$ cat src/design/rob_pkg.sv
package rob_pkg;

    //////////////////////////////////////////////////
    // Register file sizes
    //////////////////////////////////////////////////

    // Architectural registers, x0 hard-wired to zero
    localparam int ARCH_REG_SZ = 32;

    // Physical registers behind the rename stage
    localparam int PHYS_REG_SZ = 64;

    // Architectural register index
    typedef logic [$clog2(ARCH_REG_SZ)-1:0] reg_idx_t;

    // Physical register tag
    typedef logic [$clog2(PHYS_REG_SZ)-1:0] phys_tag_t;

    //////////////////////////////////////////////////
    // Reorder buffer entry
    //////////////////////////////////////////////////

    // One slot of the ROB
    // told is the mapping that rd had before this instruction renamed it
    typedef struct packed {
        reg_idx_t  rd;
        phys_tag_t phys;
        phys_tag_t told;
        logic      complete;
        logic      mispred;
    } rob_entry_t;

    //////////////////////////////////////////////////
    // Default sizes
    //////////////////////////////////////////////////

    // Dispatch and retire lanes per cycle
    localparam int DEF_N = 2;

    // ROB entries, power of two
    localparam int DEF_ROB_SZ = 8;

endpackage
$ cat src/design/rob_top.sv
`timescale 1ns/1ps

module rob_top import rob_pkg::*; #(
    parameter int N = DEF_N,
    parameter int ROB_SZ = DEF_ROB_SZ,
    localparam int IDX_W = (ROB_SZ > 1) ? $clog2(ROB_SZ) : 1,
    localparam int CNT_W = $clog2(N + 1)
) (
    input  logic                    clock,
    input  logic                    reset,

    // Dispatch side
    input  logic [N-1:0]            disp_valid,
    input  reg_idx_t [N-1:0]        disp_rd,
    input  phys_tag_t [N-1:0]       disp_phys,
    input  phys_tag_t [N-1:0]       disp_told,
    output logic [CNT_W-1:0]        disp_count,
    output logic [N-1:0][IDX_W-1:0] disp_idx,

    // Completion side
    input  logic [N-1:0]            cmpl_valid,
    input  logic [N-1:0][IDX_W-1:0] cmpl_idx,
    input  logic [N-1:0]            cmpl_mispred,

    // Commit side
    output logic [N-1:0]            commit_valid,
    output reg_idx_t [N-1:0]        commit_rd,
    output phys_tag_t [N-1:0]       commit_phys,
    output phys_tag_t [N-1:0]       commit_told,
    output logic                    mispredict,

    // Architectural map lookup
    input  reg_idx_t                arch_read_idx,
    output phys_tag_t               arch_read_phys
);

    //////////////////////////////////////////////////
    // Internal wires
    //////////////////////////////////////////////////

    logic [$clog2(ROB_SZ + 1)-1:0] free_slots;
    logic [N-1:0]                  alloc_valid;

    // Head window
    rob_entry_t [N-1:0]            head_entries;
    logic [N-1:0]                  head_occupied;
    logic [CNT_W-1:0]              retire_count;
    logic                          flush;

    // Retire into the map table
    logic [N-1:0]                  arch_we;
    reg_idx_t [N-1:0]              arch_rd;
    phys_tag_t [N-1:0]             arch_phys;

    //////////////////////////////////////////////////
    // Producer, buffer, consumer
    //////////////////////////////////////////////////

    rob_dispatch #(.N(N), .ROB_SZ(ROB_SZ)) i_dispatch (
        .disp_valid  (disp_valid),
        .free_slots  (free_slots),
        .disp_count  (disp_count),
        .alloc_valid (alloc_valid)
    );

    rob_buffer #(.N(N), .ROB_SZ(ROB_SZ)) i_buffer (
        .clock         (clock),
        .reset         (reset),
        .alloc_valid   (alloc_valid),
        .disp_rd       (disp_rd),
        .disp_phys     (disp_phys),
        .disp_told     (disp_told),
        .cmpl_valid    (cmpl_valid),
        .cmpl_idx      (cmpl_idx),
        .cmpl_mispred  (cmpl_mispred),
        .retire_count  (retire_count),
        .flush         (flush),
        .free_slots    (free_slots),
        .alloc_idxs    (disp_idx),
        .head_entries  (head_entries),
        .head_occupied (head_occupied)
    );

    rob_retire #(.N(N)) i_retire (
        .head_entries  (head_entries),
        .head_occupied (head_occupied),
        .retire_count  (retire_count),
        .flush         (flush),
        .commit_valid  (commit_valid),
        .commit_rd     (commit_rd),
        .commit_phys   (commit_phys),
        .commit_told   (commit_told),
        .mispredict    (mispredict),
        .arch_we       (arch_we),
        .arch_rd       (arch_rd),
        .arch_phys     (arch_phys)
    );

    // Retire target
    arch_map_table #(.N(N)) i_arch_map (
        .clock          (clock),
        .reset          (reset),
        .arch_we        (arch_we),
        .arch_rd        (arch_rd),
        .arch_phys      (arch_phys),
        .arch_read_idx  (arch_read_idx),
        .arch_read_phys (arch_read_phys)
    );

endmodule

$ cat src/design/arch_map_table.sv
`timescale 1ns/1ps

module arch_map_table import rob_pkg::*; #(
    parameter int N = DEF_N
) (
    input  logic              clock,
    input  logic              reset,

    // Retire write ports, lane 0 oldest
    input  logic [N-1:0]      arch_we,
    input  reg_idx_t [N-1:0]  arch_rd,
    input  phys_tag_t [N-1:0] arch_phys,

    // Combinational read port
    input  reg_idx_t          arch_read_idx,
    output phys_tag_t         arch_read_phys
);

    // Committed mapping of each architectural register
    phys_tag_t map_q [ARCH_REG_SZ];

    //////////////////////////////////////////////////
    // Table update
    //////////////////////////////////////////////////

    always_ff @(posedge clock) begin
        if (reset) begin
            // Identity map out of reset
            for (int r = 0; r < ARCH_REG_SZ; r++) begin
                map_q[r] <= phys_tag_t'(r);
            end
        end else begin
            // Lane order, so the younger write lands last
            for (int i = 0; i < N; i++) begin
                if (arch_we[i]) begin
                    map_q[arch_rd[i]] <= arch_phys[i];
                end
            end
        end
    end

    assign arch_read_phys = map_q[arch_read_idx];

endmodule

$ cat src/design/rob_retire.sv
`timescale 1ns/1ps

module rob_retire import rob_pkg::*; #(
    parameter int N = DEF_N,
    localparam int CNT_W = $clog2(N + 1)
) (
    // Head window from the ROB, lane 0 oldest
    input  rob_entry_t [N-1:0] head_entries,
    input  logic [N-1:0]       head_occupied,

    // Back to the ROB
    output logic [CNT_W-1:0]   retire_count,
    output logic               flush,

    // Commit report per lane
    output logic [N-1:0]       commit_valid,
    output reg_idx_t [N-1:0]   commit_rd,
    output phys_tag_t [N-1:0]  commit_phys,
    output phys_tag_t [N-1:0]  commit_told,
    output logic               mispredict,

    // Write ports of the architectural map
    output logic [N-1:0]       arch_we,
    output reg_idx_t [N-1:0]   arch_rd,
    output phys_tag_t [N-1:0]  arch_phys
);

    // Older lanes all retire and none is a bad branch
    logic             lane_open;
    logic [CNT_W-1:0] n_retire;

    //////////////////////////////////////////////////
    // In-order prefix
    //////////////////////////////////////////////////

    always_comb begin
        lane_open  = 1'b1;
        n_retire   = '0;
        mispredict = 1'b0;
        for (int i = 0; i < N; i++) begin
            commit_valid[i] = lane_open && head_occupied[i] && head_entries[i].complete;
            if (commit_valid[i]) begin
                n_retire = n_retire + CNT_W'(1);
                // Branch itself commits, everything younger is dropped
                if (head_entries[i].mispred) begin
                    mispredict = 1'b1;
                end
            end
            lane_open = commit_valid[i] && !head_entries[i].mispred;
        end
    end

    assign retire_count = n_retire;

    // Whole buffer is wrong path behind a retiring mispredict
    assign flush = mispredict;

    //////////////////////////////////////////////////
    // Commit payload
    //////////////////////////////////////////////////

    always_comb begin
        for (int i = 0; i < N; i++) begin
            commit_rd[i]   = head_entries[i].rd;
            commit_phys[i] = head_entries[i].phys;
            commit_told[i] = head_entries[i].told;
        end
    end

    // x0 never gets a new mapping
    // Same-register writes are ordered by lane in the table
    always_comb begin
        for (int i = 0; i < N; i++) begin
            arch_we[i]   = commit_valid[i] && (head_entries[i].rd != '0);
            arch_rd[i]   = head_entries[i].rd;
            arch_phys[i] = head_entries[i].phys;
        end
    end

endmodule

$ cat src/design/rob_buffer.sv
`timescale 1ns/1ps

module rob_buffer import rob_pkg::*; #(
    parameter int N = DEF_N,
    parameter int ROB_SZ = DEF_ROB_SZ,
    localparam int IDX_W = (ROB_SZ > 1) ? $clog2(ROB_SZ) : 1,
    localparam int CNT_W = $clog2(N + 1),
    localparam int FREE_W = $clog2(ROB_SZ + 1)
) (
    input  logic                       clock,
    input  logic                       reset,

    // Allocation from dispatch
    input  logic [N-1:0]               alloc_valid,
    input  reg_idx_t [N-1:0]           disp_rd,
    input  phys_tag_t [N-1:0]          disp_phys,
    input  phys_tag_t [N-1:0]          disp_told,

    // Completion, any order
    input  logic [N-1:0]               cmpl_valid,
    input  logic [N-1:0][IDX_W-1:0]    cmpl_idx,
    input  logic [N-1:0]               cmpl_mispred,

    // From retire
    input  logic [CNT_W-1:0]           retire_count,
    input  logic                       flush,

    // To dispatch
    output logic [FREE_W-1:0]          free_slots,
    output logic [N-1:0][IDX_W-1:0]    alloc_idxs,

    // Head window, lane 0 is the oldest entry
    output rob_entry_t [N-1:0]         head_entries,
    output logic [N-1:0]               head_occupied
);

    // Entry storage, occupancy comes from head and count
    rob_entry_t        entries [ROB_SZ];

    logic [IDX_W-1:0]  head_q;
    logic [IDX_W-1:0]  tail_q;
    logic [FREE_W-1:0] count_q;

    // Number of lanes written this cycle
    logic [FREE_W-1:0] n_alloc;

    // Slot index of each head lane
    logic [N-1:0][IDX_W-1:0] head_idxs;

    // Circular add, also covers a single-entry buffer
    function automatic logic [IDX_W-1:0] wrap(input logic [IDX_W-1:0] base,
                                              input int unsigned off);
        wrap = IDX_W'((int'(base) + off) % ROB_SZ);
    endfunction

    //////////////////////////////////////////////////
    // Index and count views
    //////////////////////////////////////////////////

    assign free_slots = FREE_W'(ROB_SZ) - count_q;

    always_comb begin
        n_alloc = '0;
        for (int i = 0; i < N; i++) begin
            n_alloc = n_alloc + FREE_W'(alloc_valid[i]);
        end
    end

    // Slots the lanes would land in, valid or not
    always_comb begin
        for (int i = 0; i < N; i++) begin
            alloc_idxs[i] = wrap(tail_q, i);
            head_idxs[i]  = wrap(head_q, i);
        end
    end

    always_comb begin
        for (int i = 0; i < N; i++) begin
            head_entries[i]  = entries[head_idxs[i]];
            head_occupied[i] = (FREE_W'(i) < count_q);
        end
    end

    //////////////////////////////////////////////////
    // Pointers and occupancy
    //////////////////////////////////////////////////

    always_ff @(posedge clock) begin
        if (reset || flush) begin
            // Mispredict empties the whole buffer
            head_q  <= '0;
            tail_q  <= '0;
            count_q <= '0;
        end else begin
            head_q  <= wrap(head_q, int'(retire_count));
            tail_q  <= wrap(tail_q, int'(n_alloc));
            count_q <= count_q + n_alloc - FREE_W'(retire_count);
        end
    end

    //////////////////////////////////////////////////
    // Entry writes
    //////////////////////////////////////////////////

    always_ff @(posedge clock) begin
        // Completion marks an occupied slot
        for (int i = 0; i < N; i++) begin
            if (cmpl_valid[i]) begin
                entries[cmpl_idx[i]].complete <= 1'b1;
                entries[cmpl_idx[i]].mispred  <= cmpl_mispred[i];
            end
        end
        // New entries start incomplete
        // Free slots never take a completion, so no overlap
        for (int i = 0; i < N; i++) begin
            if (alloc_valid[i]) begin
                entries[alloc_idxs[i]].rd       <= disp_rd[i];
                entries[alloc_idxs[i]].phys     <= disp_phys[i];
                entries[alloc_idxs[i]].told     <= disp_told[i];
                entries[alloc_idxs[i]].complete <= 1'b0;
                entries[alloc_idxs[i]].mispred  <= 1'b0;
            end
        end
    end

endmodule

$ cat src/design/rob_dispatch.sv
`timescale 1ns/1ps

module rob_dispatch import rob_pkg::*; #(
    parameter int N = DEF_N,
    parameter int ROB_SZ = DEF_ROB_SZ,
    localparam int CNT_W = $clog2(N + 1),
    localparam int FREE_W = $clog2(ROB_SZ + 1)
) (
    // Lane valids from the front end, lane 0 oldest
    input  logic [N-1:0]      disp_valid,

    // Empty slots in the ROB this cycle
    input  logic [FREE_W-1:0] free_slots,

    // Lanes accepted this cycle
    output logic [CNT_W-1:0]  disp_count,

    // Per-lane write enables into the ROB
    output logic [N-1:0]      alloc_valid
);

    // Length of the leading run of valid lanes
    logic [CNT_W-1:0]  run_len;
    logic              run_open;

    // Run length widened for the compare against free slots
    logic [FREE_W-1:0] run_wide;

    //////////////////////////////////////////////////
    // Leading run of valid lanes
    //////////////////////////////////////////////////

    always_comb begin
        run_len  = '0;
        run_open = 1'b1;
        for (int i = 0; i < N; i++) begin
            // First hole ends the run, later lanes must wait
            if (run_open && disp_valid[i]) begin
                run_len = run_len + CNT_W'(1);
            end else begin
                run_open = 1'b0;
            end
        end
    end

    //////////////////////////////////////////////////
    // Clamp to free slots
    //////////////////////////////////////////////////

    assign run_wide = FREE_W'(run_len);

    always_comb begin
        // ROB_SZ >= N, so a clamped count still fits in CNT_W
        if (run_wide <= free_slots) begin
            disp_count = run_len;
        end else begin
            disp_count = CNT_W'(free_slots);
        end
    end

    // Accepted lanes are always a prefix starting at lane 0
    always_comb begin
        for (int i = 0; i < N; i++) begin
            alloc_valid[i] = (CNT_W'(i) < disp_count);
        end
    end

endmodule

$ cat config.mk
export PLATFORM = sky130hd
export DESIGN_NAME = rob_top
export DESIGN_NICKNAME = d
export VERILOG_FILES = /design/src/design/rob_pkg.sv /design/src/design/rob_top.sv /design/src/design/arch_map_table.sv /design/src/design/rob_retire.sv /design/src/design/rob_buffer.sv /design/src/design/rob_dispatch.sv
export SDC_FILE = /design/constraint.sdc
export NUM_CORES = 1
export LEC_CHECK = 0
export ABC_AREA = 1
export BUFFER_PORTS_ARGS = -buffer_cell sky130_fd_sc_hd__buf_4
export CORE_MARGIN = 10
export CORE_UTILIZATION = 50
export DETAILED_ROUTE_END_ITERATION = 8
export HOLD_SLACK_MARGIN = 0.12
export PLACE_DENSITY = 0.65
export SYNTH_ARGS = -nofsm -noshare
export SYNTH_HDL_FRONTEND = slang
export SYNTH_HIERARCHICAL = 1
export SYNTH_SLANG_ARGS = --single-unit
$ cat constraint.sdc
create_clock -name clock -period 4.1 [get_ports clock]
set_input_delay 0 -clock clock [delete_from_list [all_inputs] [get_ports clock]]
set_output_delay 0 -clock clock [all_outputs]
set_load 0.05 [all_outputs]
After elaboration in Yosys (flattened, before gate mapping)
Memory sizes are Yosys's and may differ from the RTL's. A register that Yosys moved wholly into a read port is not among the register bits.
Index checks and enable logic that the tools add are counted.
Storage, ports and cells
  bits of input ports: 53
  memory bits (writable): 344
  memories kept: 2
  logic and storage cells: 66
  output and inout bits: 51
  register bits: 10
Cells by class
  $lt $le $gt $ge: 5
  add/subtract/negate cells: 10
  muxes and demuxes: 33
  reduce and logical (&&, ||, !) cells: 13
Memories
  i_arch_map.map_q: depth 32, width 6, read ports 1, clocked after Yosys merged registers in 0, wr ports 32, line arch_map_table.sv:20  | phys_tag_t map_q [ARCH_REG_SZ];
  i_buffer.entries: depth 8, width 19, read ports 2, clocked after Yosys merged registers in 1, wr ports 4, line rob_buffer.sv:38  | rob_entry_t entries [ROB_SZ];
Operators by type and width (count)
  $mux W1: 25
  $mux W6: 2
  $reduce_or A6 Y1: 2
  $mux W5: 2
  $reduce_bool A5 Y1: 2
  $lt A1 B4 Y1 const A: 2
  $logic_and A1 B1 Y1: 7
  $add A3 B1 Y3 const B: 2
  $mux W2: 3
  $add A4 B4 Y4: 1
  $le A2 B4 Y1: 1
  $lt A1 B2 Y1 const A: 2
  $sub A4 B2 Y4: 1
  $sub A4 B4 Y4 const A: 1
  $add A3 B2 Y3: 1
  $add A3 B3 Y3: 1
  $mux W3: 1
  $add A1 B1 Y2: 1
  $add A1 B1 Y2 const B: 1
  $add A2 B1 Y2 const B: 1
  $logic_not A1 Y1: 1
  $logic_or A1 B1 Y1: 1

Depth between registers and ports, before layout
Gate-level depths: netlist of run 1.
  depth after elaboration: 11
  gate-level depth with buffers: 21
  gate-level depth less buffers: 21

Hierarchy
Netlist of run 1, hierarchy kept.
By module, submodules not included
  arch_map_table: cells each 1221, area an instance 10535.1 µm², times used 1, seq. area each 5765.5 µm²
  rob_buffer: cells each 1346, area an instance 10054.6 µm², times used 1, seq. area each 4604.4 µm²
  rob_retire: cells each 82, area an instance 536.8 µm², times used 1, seq. area each 0.0 µm²
  rob_dispatch: cells each 26, area an instance 133.9 µm², times used 1, seq. area each 0.0 µm²

Worst setup path after synthesis of run 1
OpenSTA, ideal clock, no wires.
  kind: reg-to-reg
  from: reg i_buffer.head_q[0]
  to: mem i_arch_map/map_q[6][0] (netlist bit), enable pin
  path buffers: 3
  arrival: 2.942 ns
  stages on the path, launching flop included: 19
  slack: 0.790 ns
  period minus slack after synthesis: 3.310 ns
  library setup time: 0.368 ns
  data required time: 3.732 ns
  cells stage by stage: dfxtp_1 -> ha_1 -> buf_2 -> buf_2 -> o21ai_0 -> o21ai_0 -> nand2_1 -> nand2_1 -> nand3_2 -> nor2_2 -> nand2_1 -> inv_1 -> nand2_1 -> inv_2 -> nand3_1 -> inv_2 -> nand2_1 -> buf_2 -> o211ai_1
RTL lines
  from (decl): line rob_buffer.sv:40  | logic [IDX_W-1:0] head_q;
  from (signal assigned): line rob_buffer.sv:95  | head_q <= wrap(head_q, int'(retire_count));
  to (decl): line arch_map_table.sv:20

==> results of run 1 <==
[report_power, final]
part / switching, W / internal (W) / leakage, nW
registers: 0.000255 / 0.00463 / 3.33
logic: 0.00873 / 0.00261 / 5.63
clock network: 0.00144 / 0.00207 / 0.608
total: 0.0104 / 0.00931 / 9.57
[sequential cells by signal, indices dropped and copies added (netlist names)]
signal            cells
i_buffer/count_q      4
i_buffer/tail_q       3
i_arch_map/map_q    192
i_buffer/head_q       3
i_buffer/entries    152
[metrics by stage]
stage / hold WS, ns / instances / cell area, um^2 / util, %
floorplan: 0.1594 / 2675 / 21260 / -
finish: 0.2464 / 3284 / 23970 / 57.02
global route: 0.3008 / 3284 / 23970 / 57.02
CTS: 0.2377 / 3284 / 23970 / 57.02
global placement: 0.2782 / 3128 / 21830 / 51.93
detailed placement: 0.2980 / 3128 / 21830 / 51.93
[critical path, cell delays in order (launching register included)]
cell and delay (ns):
dfxtp_2 0.34, buf_4 0.56, o21ai_0 0.19, o22ai_1 0.19, nand2_1 0.07, nand2_1 0.28, nor2_1 0.09, nand3_1 0.09
nand2_1 0.05, inv_1 0.09, nand4_2 0.40, inv_1 0.45, nand2_1 0.25, nand3_1 0.32
[kinds of logic (layout without fill, tap and decap cells)]
family,count (synthesis),after routing,share of synthesized area (%)
adders and majority gates,17,17,1.142
and+or+nand+nor,1151,1151,22.73
DFF,354,354,48.78
xor gates and xnor gates,7,7,0.3237
AOI/OAI and AO/OA,656,656,16.51
buffers and inverters,490,560,10.52
[per-layer routing]
layer / up-vias / routed length [um] / track usage (%) / part of all wire, %
met5: - / 0 / 0 / 0
met2: 1100 / 34030 / 46.47 / 49
li1: 9119 / - / - / -
met4: 0 / 3412 / 14.28 / 4.9
met3: 239 / 7142 / 5.747 / 10
met1: 9027 / 25040 / 30.28 / 36
[cells in the final DEF (no fill, tap or decap), types with 6 or more instances in the layout]
cell,count
edfxtp_1,328
nand2_1,734
clkbuf_16,41
clkbuf_1,6
nor2_1,110
clkinv_1,11
a22oi_1,29
nor2_2,8
inv_1,223
buf_4,151
nor3_1,12
a21oi_1,116
o21ai_1,49
o22ai_1,84
dlygate4sd3_1,88
o21ai_0,357
inv_2,25
nand3_1,263
dfxtp_1,24
o211ai_1,20
ha_1,13
[cell type report]
class | instances | area share [%]
well taps | 539 | 2.813
clock buffers | 47 | 4.374
multi-input cells | 1831 | 36.15
repair buffers | 241 | 8.570
clock inverters | 21 | 0.8768
flip-flops and latches | 354 | 43.28
inverters | 251 | 3.940
[how the worst min path moves through the flow]
stage | cells past startpoint | from | end
after floorplan | 3 | reset | i_buffer/count_q[3]
after global placement | 4 | reset | i_buffer/count_q[3]
after detailed placement | 4 | reset | i_buffer/count_q[3]
after CTS | 10 | disp_valid[0] | i_buffer/entries[7][0]
after global routing | 5 | reset | i_buffer/count_q[3]
final | 10 | disp_valid[0] | i_buffer/entries[7][0]
==> impl_metrics.py, run 1 <==
metrics = {
    "setup_path": {
        "cp.arrival_ns": 3.96,
        "cp-startpoint": "i_buffer/head_q[1]",
        "r2r_start": "i_buffer/head_q[1]",
        "crit_end": "i_arch_map/map_q[24][4]",
        "ff2ff_path_depth": 13,
        "required_ns": 4.35,
        "r2r-end": "i_arch_map/map_q[24][4]",
        "r2r_slack_ns": 0.38,
        "cp-start-kind": "register",
        "worstSetupEndpointType": "register",
        "crit_fanout": 57,
        "criticalPathCategory": "reg2reg",
    },
    "clock_tree": {
        "cts_hold_buf": 88,
        "clockRootBuffer": "clkbuf_16",
        "cts_tree": "done",
        "cts.sinks": 354,
        "cts_resized": 0,
        "cts_setup_buffers": 0,
        "clockBufferDepth": 3,
        "htreeDepth": 2,
        "clk_pin_slew_worst_paths_ns": 0.06,
        "numCtsBuffers": 40,
        "insertion_delay_ns": 0.57,
    },
    "final_layout": {
        "area_growth_pct": 12.76,
        "multi_input_area_mm2": 0.008666,
        "antenna_cells": 0,
        "regArea_mm2": 0.01038,
        "drive_gt1_share_pct": 9.617,
        "nFillCells": 3738,
        "nets": 2789,
    },
    "routing": {
        "drc_errors": 0,
        "postRouteAntennaNets": 0,
        "avgRoutedWirePerCell_um": 21.20,
        "wl_mm": 69.62,
        "dr.pass1.iters": 6,
        "drtIter0Drc": 2032,
        "via_per_inst": 5.933,
        "num_vias": 19485,
    },
    "floorplanning": {
        "core_mm2": 0.04204,
        "die_h_um": 226.2,
        "fp.dieW_um": 226.2,
        "die-area_mm2": 0.05117,
        "pin_count": 104,
        "rows": 75,
        "start_util_pct": 50.57,
    },
    "sta": {
        "finalHoldViolCount": 0,
        "tightest_slew_ns": 1.031,
        "finalCritPeriodShare_pct": 90.61,
        "setup_violations": 0,
        "finalCriticalPeriod_ns": 3.715,
        "fin_skew_ns": 0.02748,
        "rsz0062_at_grt": "false",
        "fin_ws_ns": 0.3849,
        "fin_setup_tns_ns": 0,
        "maxSlewHeadroom_pct": 31.21,
        "fmax_mhz": 269.2,
        "final_max_slew_viol_count": 0,
    },
    "placement": {
        "dp_hpwl_mm": 43.96,
        "io_buffers": 103,
        "place_ws_ns": 0.4769,
        "gp_congestion": 0.8900,
    },
    "yosys": {
        "ys_warn_count": 6,
        "synth_top_area_share_pct": 46.33,
        "synth_edf_count": 328,
        "syn_area_mm2": 0.02126,
        "synth.area.top_cells": "edfxtp_1 (46%), nand2_1 (13%), o21ai_0 (8.4%), nand3_1 (6.2%), inv_1 (3.9%)",
        "syn_nets": 2745,
        "synthArstFlopShare_pct": 0,
        "synth_most_common_cell": "nand2_1",
        "synth_seq_area_share_pct": 48.78,
        "synth_top_cell_by_area": "edfxtp_1",
        "synth_ff_type": "edfxtp_1",
        "yosysUniqueCellTypes": 38,
        "syn_inst": 2675,
        "synth-seq-cells": 354,
        "avgSynthCellArea_um2": 7.948,
        "synth_common_cells": "nand2_1 (734), o21ai_0 (358), edfxtp_1 (328), nand3_1 (263), inv_1 (223)",
    },
    "flow_run": {
        "maxCapViolations": 0,
    },
    "outcome": {
        "status": "complete, no violations",
    },
    "global_route": {
        "grt_antenna_before_repair": 0,
        "grt_pass1_vias": 18704,
        "grt_first_pass_wirelength_mm": 105.2,
        "grt_max_degree": 150,
        "grt.overflow.total": 0,
        "grt_use_total_pct": 26.76,
    },
    "pwr": {
        "power_density_mw_per_mm2": 823.2,
        "totalPowerFinal_w": 0.01973,
        "ir_drop_mv": 0.9809,
        "p_leak_nw": 9.567,
    },
    "hold_path": {
        "hp-class": "in2reg",
    },
}
Note: power is estimated with default switching activity, not from simulation.
==> run 2: changes to the inputs <==
--- a/config.mk
+++ b/config.mk
@@ -7,11 +7,14 @@
 export LEC_CHECK = 0
 export ABC_AREA = 1
 export BUFFER_PORTS_ARGS = -buffer_cell sky130_fd_sc_hd__buf_4
+export CELL_PAD_IN_SITES_DETAIL_PLACEMENT = 0
+export CELL_PAD_IN_SITES_GLOBAL_PLACEMENT = 1
 export CORE_MARGIN = 10
-export CORE_UTILIZATION = 50
+export CORE_UTILIZATION = 48
+export CTS_BUF_LIST = sky130_fd_sc_hd__clkbuf_4
 export DETAILED_ROUTE_END_ITERATION = 8
 export HOLD_SLACK_MARGIN = 0.12
-export PLACE_DENSITY = 0.65
+export PLACE_DENSITY = 0.8
 export SYNTH_ARGS = -nofsm -noshare
 export SYNTH_HDL_FRONTEND = slang
 export SYNTH_HIERARCHICAL = 1
==> run 2 against run 1 <==
Cell area increased by 1.6%; flip-flop and latch count unchanged; utilization is 1.7 points lower; cell count up 5.8%; maximum frequency grew 1.2%; die area rose by 3.8%; critical endpoint is now i_arch_map/map_q[23][0].
==> impl_metrics.py, run 2 (synthesis results as in run 1) <==
metrics = {
    "outcome": {
        "status": "complete, no violations",
    },
    "setup_path": {
        "cp-start-kind": "register",
        "r2r_start": "i_buffer/head_q[0]",
        "cp.arrival_ns": 4.15,
        "ff2ff_path_depth": 13,
        "worstSetupEndpointType": "register",
        "crit_fanout": 150,
        "r2r-end": "i_arch_map/map_q[23][0]",
        "crit_end": "i_arch_map/map_q[23][0]",
        "criticalPathCategory": "reg2reg",
        "cp-startpoint": "i_buffer/head_q[0]",
        "r2r_slack_ns": 0.43,
        "required_ns": 4.58,
    },
    "pwr": {
        "p_leak_nw": 9.843,
        "power_density_mw_per_mm2": 810.6,
        "ir_drop_mv": 0.6425,
    },
    "hold_path": {
        "hp-class": "in2reg",
        "worstHoldStart": "disp_valid[1]",
    },
    "routing": {
        "wl_mm": 74.11,
        "drc_errors": 0,
        "num_vias": 19915,
        "via_per_inst": 5.731,
        "dr.pass1.iters": 6,
        "avgRoutedWirePerCell_um": 21.33,
        "drtIter0Drc": 2100,
        "postRouteAntennaNets": 0,
    },
    "final_layout": {
        "final_cell_mix": "nand2_1 (734), o21ai_0 (357), edfxtp_1 (328)",
        "largest_register": "i_arch_map/map_q",
        "area_growth_pct": 14.58,
        "drive_gt1_share_pct": 12.66,
        "nets": 2880,
        "finalInstanceArea_mm2": 0.02436,
        "layout.cells.most_common": "nand2_1",
        "largest_register_ffs": 192,
    },
    "flow_run": {
        "maxCapViolations": 0,
    },
    "clock_tree": {
        "clk_pin_slew_worst_paths_ns": 0.07,
        "insertion_delay_ns": 0.85,
        "clockBufferDepth": 3,
        "clockRootBuffer": "clkbuf_4",
        "numCtsBuffers": 95,
        "cts.sinks": 354,
        "cts_tree": "done",
        "htreeDepth": 3,
        "cts_resized": 0,
    },
    "sta": {
        "fmax_mhz": 272.3,
        "hold_ws_ns": 0.1731,
        "tightest_slew_ns": 1.163,
        "fin_setup_tns_ns": 0,
        "maxSlewHeadroom_pct": 22.33,
        "rsz0062_at_grt": "false",
        "final_max_slew_viol_count": 0,
        "finalCritPeriodShare_pct": 89.57,
        "fin_skew_ns": 0.07251,
        "setup_violations": 0,
        "finalHoldViolCount": 0,
        "finalCriticalPeriod_ns": 3.673,
    },
    "floorplanning": {
        "fp.dieW_um": 230.5,
        "die-area_mm2": 0.05311,
        "rows": 77,
        "start_util_pct": 48.29,
        "die_h_um": 230.5,
        "core_mm2": 0.04403,
        "pin_count": 104,
    },
    "global_route": {
        "grt.overflow.total": 0,
        "grt_pass1_vias": 18966,
        "grt_first_pass_wirelength_mm": 109.9,
        "grt_use_total_pct": 26.92,
        "grt_antenna_before_repair": 1,
        "grt_max_degree": 151,
    },
    "placement": {
        "dp_hpwl_mm": 47.71,
        "gp_congestion": 0.8752,
        "io_buffers": 103,
        "post_dp_cell_area_mm2": 0.02195,
    },
}
-- run 2: worst min path at each step --
stage               cells after the start                endpoint  slack [ns]
floorplan                               3     i_buffer/count_q[3]        0.16
global placement                        4     i_buffer/count_q[3]        0.27
detailed placement                      4     i_buffer/count_q[3]        0.27
CTS                                     4  i_buffer/entries[4][8]        0.12
global route                           10      i_buffer/tail_q[0]        0.23
finish                                 10      i_buffer/tail_q[0]        0.17
-- run 2: through the flow --
step	utilization, %	total power, W	worst slack, ns	cells
after floorplan	-	0.01273	0.7896	2675
after global placement	49.86	0.01614	0.6772	3188
after detailed placement	49.86	0.01619	0.6007	3188
after CTS	55.30	0.01955	0.5316	3474
after global routing	55.33	0.02060	0.1967	3475
final	55.33	0.01975	0.4274	3475
-- run 2: power breakdown --
group          internal, W  switching, W
clock              0.00169       0.00149
sequential         0.00462      0.000251
combinational      0.00271       0.00897
-- run 2: worst max-delay path: stages, from the launching register on --
cell,delay (ns)
dfxtp_4,0.38
buf_12,0.46
o21ai_0,0.21
o22ai_1,0.26
nand2_1,0.08
nand2_1,0.27
nor2_1,0.07
nand3_1,0.09
nand2_1,0.05
inv_1,0.09
nand2_2,0.12
nor3_4,0.59
nand2_1,0.31
nand3_1,0.34
-- run 2: repair_timing --
action | CTS | global route
buffers inserted | 0 | 0
hold endpoints to repair | 327 | 0
hold buffers | 117 | 0
-- run 2: layout make-up --
type                    count  area, um^2
well taps                 592       740.7
fillers                  4082       19670
repair buffers            277        2397
clock buffers             134        1006
diodes                      1       2.502
multi-input cells        1831        8673
inverters                 251       944.7
flip-flops and latches    354       10380
clock inverters            35       220.2
-- run 2: layer usage --
layer | vias up | GRT usage [%] | part of all wire, %
li1 | 9375 | - | -
met1 | 9251 | 31.13 | 37
met2 | 1073 | 46.01 | 49
met3 | 216 | 5.286 | 9.1
met4 | 0 | 15.54 | 5.2
met5 | - | 0 | 0
==> run 3: changes to the inputs <==
==> constraint.sdc (replaced) <==
create_clock -name clock -period 4.1 [get_ports clock]
set_input_delay 0 -clock clock [delete_from_list [all_inputs] [get_ports clock]]
set_output_delay 0 -clock clock [all_outputs]
set_load 0.01 [all_outputs]
==> run 3 against run 2 <==
Non-clock buffer count up 2; sequential share of layout area about the same; largest power group unchanged; setup slack worse by 0.093 ns; flip-flop and latch count unchanged; hold slack better by 0.0023 ns; utilization about the same; via count up 0.31%; largest cell class unchanged; cell count up 0.12%; sequential power about the same; global-route usage up 0.41 points.
==> impl_metrics.py, run 3 (synthesis results as in run 1) <==
metrics = {
    "sta": {
        "tightest_slew_ns": 1.348,
        "finalCritPeriodShare_pct": 91.85,
        "rsz0062_at_grt": "false",
        "finalHoldViolCount": 0,
        "fmax_mhz": 265.5,
        "hold_ws_ns": 0.1754,
        "finalCriticalPeriod_ns": 3.766,
        "fin_setup_tns_ns": 0,
        "maxSlewHeadroom_pct": 10.15,
        "fin_ws_ns": 0.3341,
        "final_max_slew_viol_count": 0,
        "setup_violations": 0,
        "fin_skew_ns": 0.08771,
    },
    "clock_tree": {
        "clockRootBuffer": "clkbuf_4",
        "cts_resized": 0,
        "htreeDepth": 3,
        "cts_tree": "done",
        "cts.sinks": 354,
        "cts_hold_buf": 117,
        "numCtsBuffers": 96,
        "insertion_delay_ns": 0.85,
        "clockBufferDepth": 3,
        "clk_pin_slew_worst_paths_ns": 0.06,
        "cts_setup_buffers": 0,
    },
    "final_layout": {
        "largest_register_ffs": 192,
        "regArea_mm2": 0.01038,
        "utilization_pct": 55.33,
        "drive_gt1_share_pct": 12.89,
        "largest_register": "i_arch_map/map_q",
        "layout.cells.most_common": "nand2_1",
        "final_cell_mix": "nand2_1 (734), o21ai_0 (357), edfxtp_1 (328)",
        "area_growth_pct": 14.59,
        "nets": 2883,
        "nFillCells": 4118,
        "multi_input_area_mm2": 0.008666,
    },
    "routing": {
        "wl_mm": 74.40,
        "drtIter0Drc": 2333,
        "via_per_inst": 5.742,
        "drc_errors": 0,
        "num_vias": 19977,
        "avgRoutedWirePerCell_um": 21.39,
        "postRouteAntennaNets": 0,
        "dr.pass1.iters": 6,
    },
    "global_route": {
        "grt.overflow.total": 0,
        "grt_max_degree": 151,
        "grt_antenna_before_repair": 1,
        "grt_use_total_pct": 27.33,
        "grt_first_pass_wirelength_mm": 112.0,
        "grt_pass1_vias": 19522,
    },
    "setup_path": {
        "cp.arrival_ns": 4.24,
        "ff2ff_path_depth": 14,
        "worstSetupEndpointType": "register",
        "cp-start-kind": "register",
        "criticalPathCategory": "reg2reg",
        "r2r_start": "i_buffer/head_q[1]",
        "r2r_slack_ns": 0.33,
        "cp-startpoint": "i_buffer/head_q[1]",
        "required_ns": 4.57,
        "r2r-end": "i_arch_map/map_q[23][5]",
        "crit_fanout": 37,
    },
    "outcome": {
        "status": "complete, no violations",
    },
    "placement": {
        "gp_congestion": 0.8697,
        "dp_hpwl_mm": 47.93,
        "place_ws_ns": 0.4561,
        "io_buffers": 103,
    },
    "hold_path": {
        "worstHoldStart": "disp_told[4]",
        "hold_end": "i_buffer/entries[7][6]",
        "worst_hold_path.num_cells": 4,
        "hp-class": "in2reg",
    },
    "floorplanning": {
        "fp.dieW_um": 230.5,
        "pin_count": 104,
        "rows": 77,
        "die_h_um": 230.5,
        "start_util_pct": 48.29,
        "core_mm2": 0.04403,
        "die-area_mm2": 0.05311,
    },
    "pwr": {
        "ir_drop_mv": 0.8542,
        "power_density_mw_per_mm2": 750.9,
        "p_leak_nw": 9.855,
    },
    "flow_run": {
        "maxCapViolations": 0,
    },
}
[run 3: cell type report]
cell class,count,area share (%)
Antenna cell,1,0.01027
Clock buffer,140,4.314
Clock inverter,31,0.7498
Inverter,251,3.878
Multi-Input combinational cell,1831,35.57
Sequential cell,354,42.59
Tap cell,592,3.040
Timing Repair Buffer,279,9.851
[run 3: worst max-delay path by stage]
stage | endpoint | depth (start not counted)
after global routing | i_buffer/entries[4][0] | 19
after floorplan | i_buffer/entries[7][10] | 13
after CTS | i_buffer/entries[4][0] | 19
final | i_arch_map/map_q[23][5] | 14
after global placement | i_arch_map/map_q[31][4] | 14
after detailed placement | i_arch_map/map_q[27][5] | 14
[run 3: critical path: stages, from the launching register on]
cell	delay, ns
dfxtp_2	0.33
buf_4	0.26
buf_4	0.46
o21ai_0	0.16
o22ai_1	0.16
nand2_1	0.06
nand2_1	0.23
nor2_1	0.09
nand3_1	0.09
nand2_1	0.05
inv_1	0.09
nand2_2	0.12
nor3_4	0.65
nand2_1	0.32
nand3_1	0.35
[run 3: power breakdown]
group | switching [W] | internal, W
logic | 0.00751 | 0.00268
registers | 0.000260 | 0.00463
clock network | 0.00153 | 0.00169
[run 3: layer usage]
layer / GRT usage [%] / routed length [um] / up-vias
met5: 0 / 0 / -
met4: 15.54 / 4028 / 0
met3: 4.942 / 7182 / 249
met2: 46.70 / 36020 / 1127
met1: 31.96 / 27180 / 9198
li1: - / - / 9403
[run 3: through the flow]
stage	total power, W	cells	area [um^2]
final	0.01829	3479	24360
after global routing	0.01924	3479	24360
after CTS	0.01816	3478	24360
after detailed placement	0.01477	3190	21950
after global placement	0.01473	3190	21950
after floorplan	0.01125	2675	21260
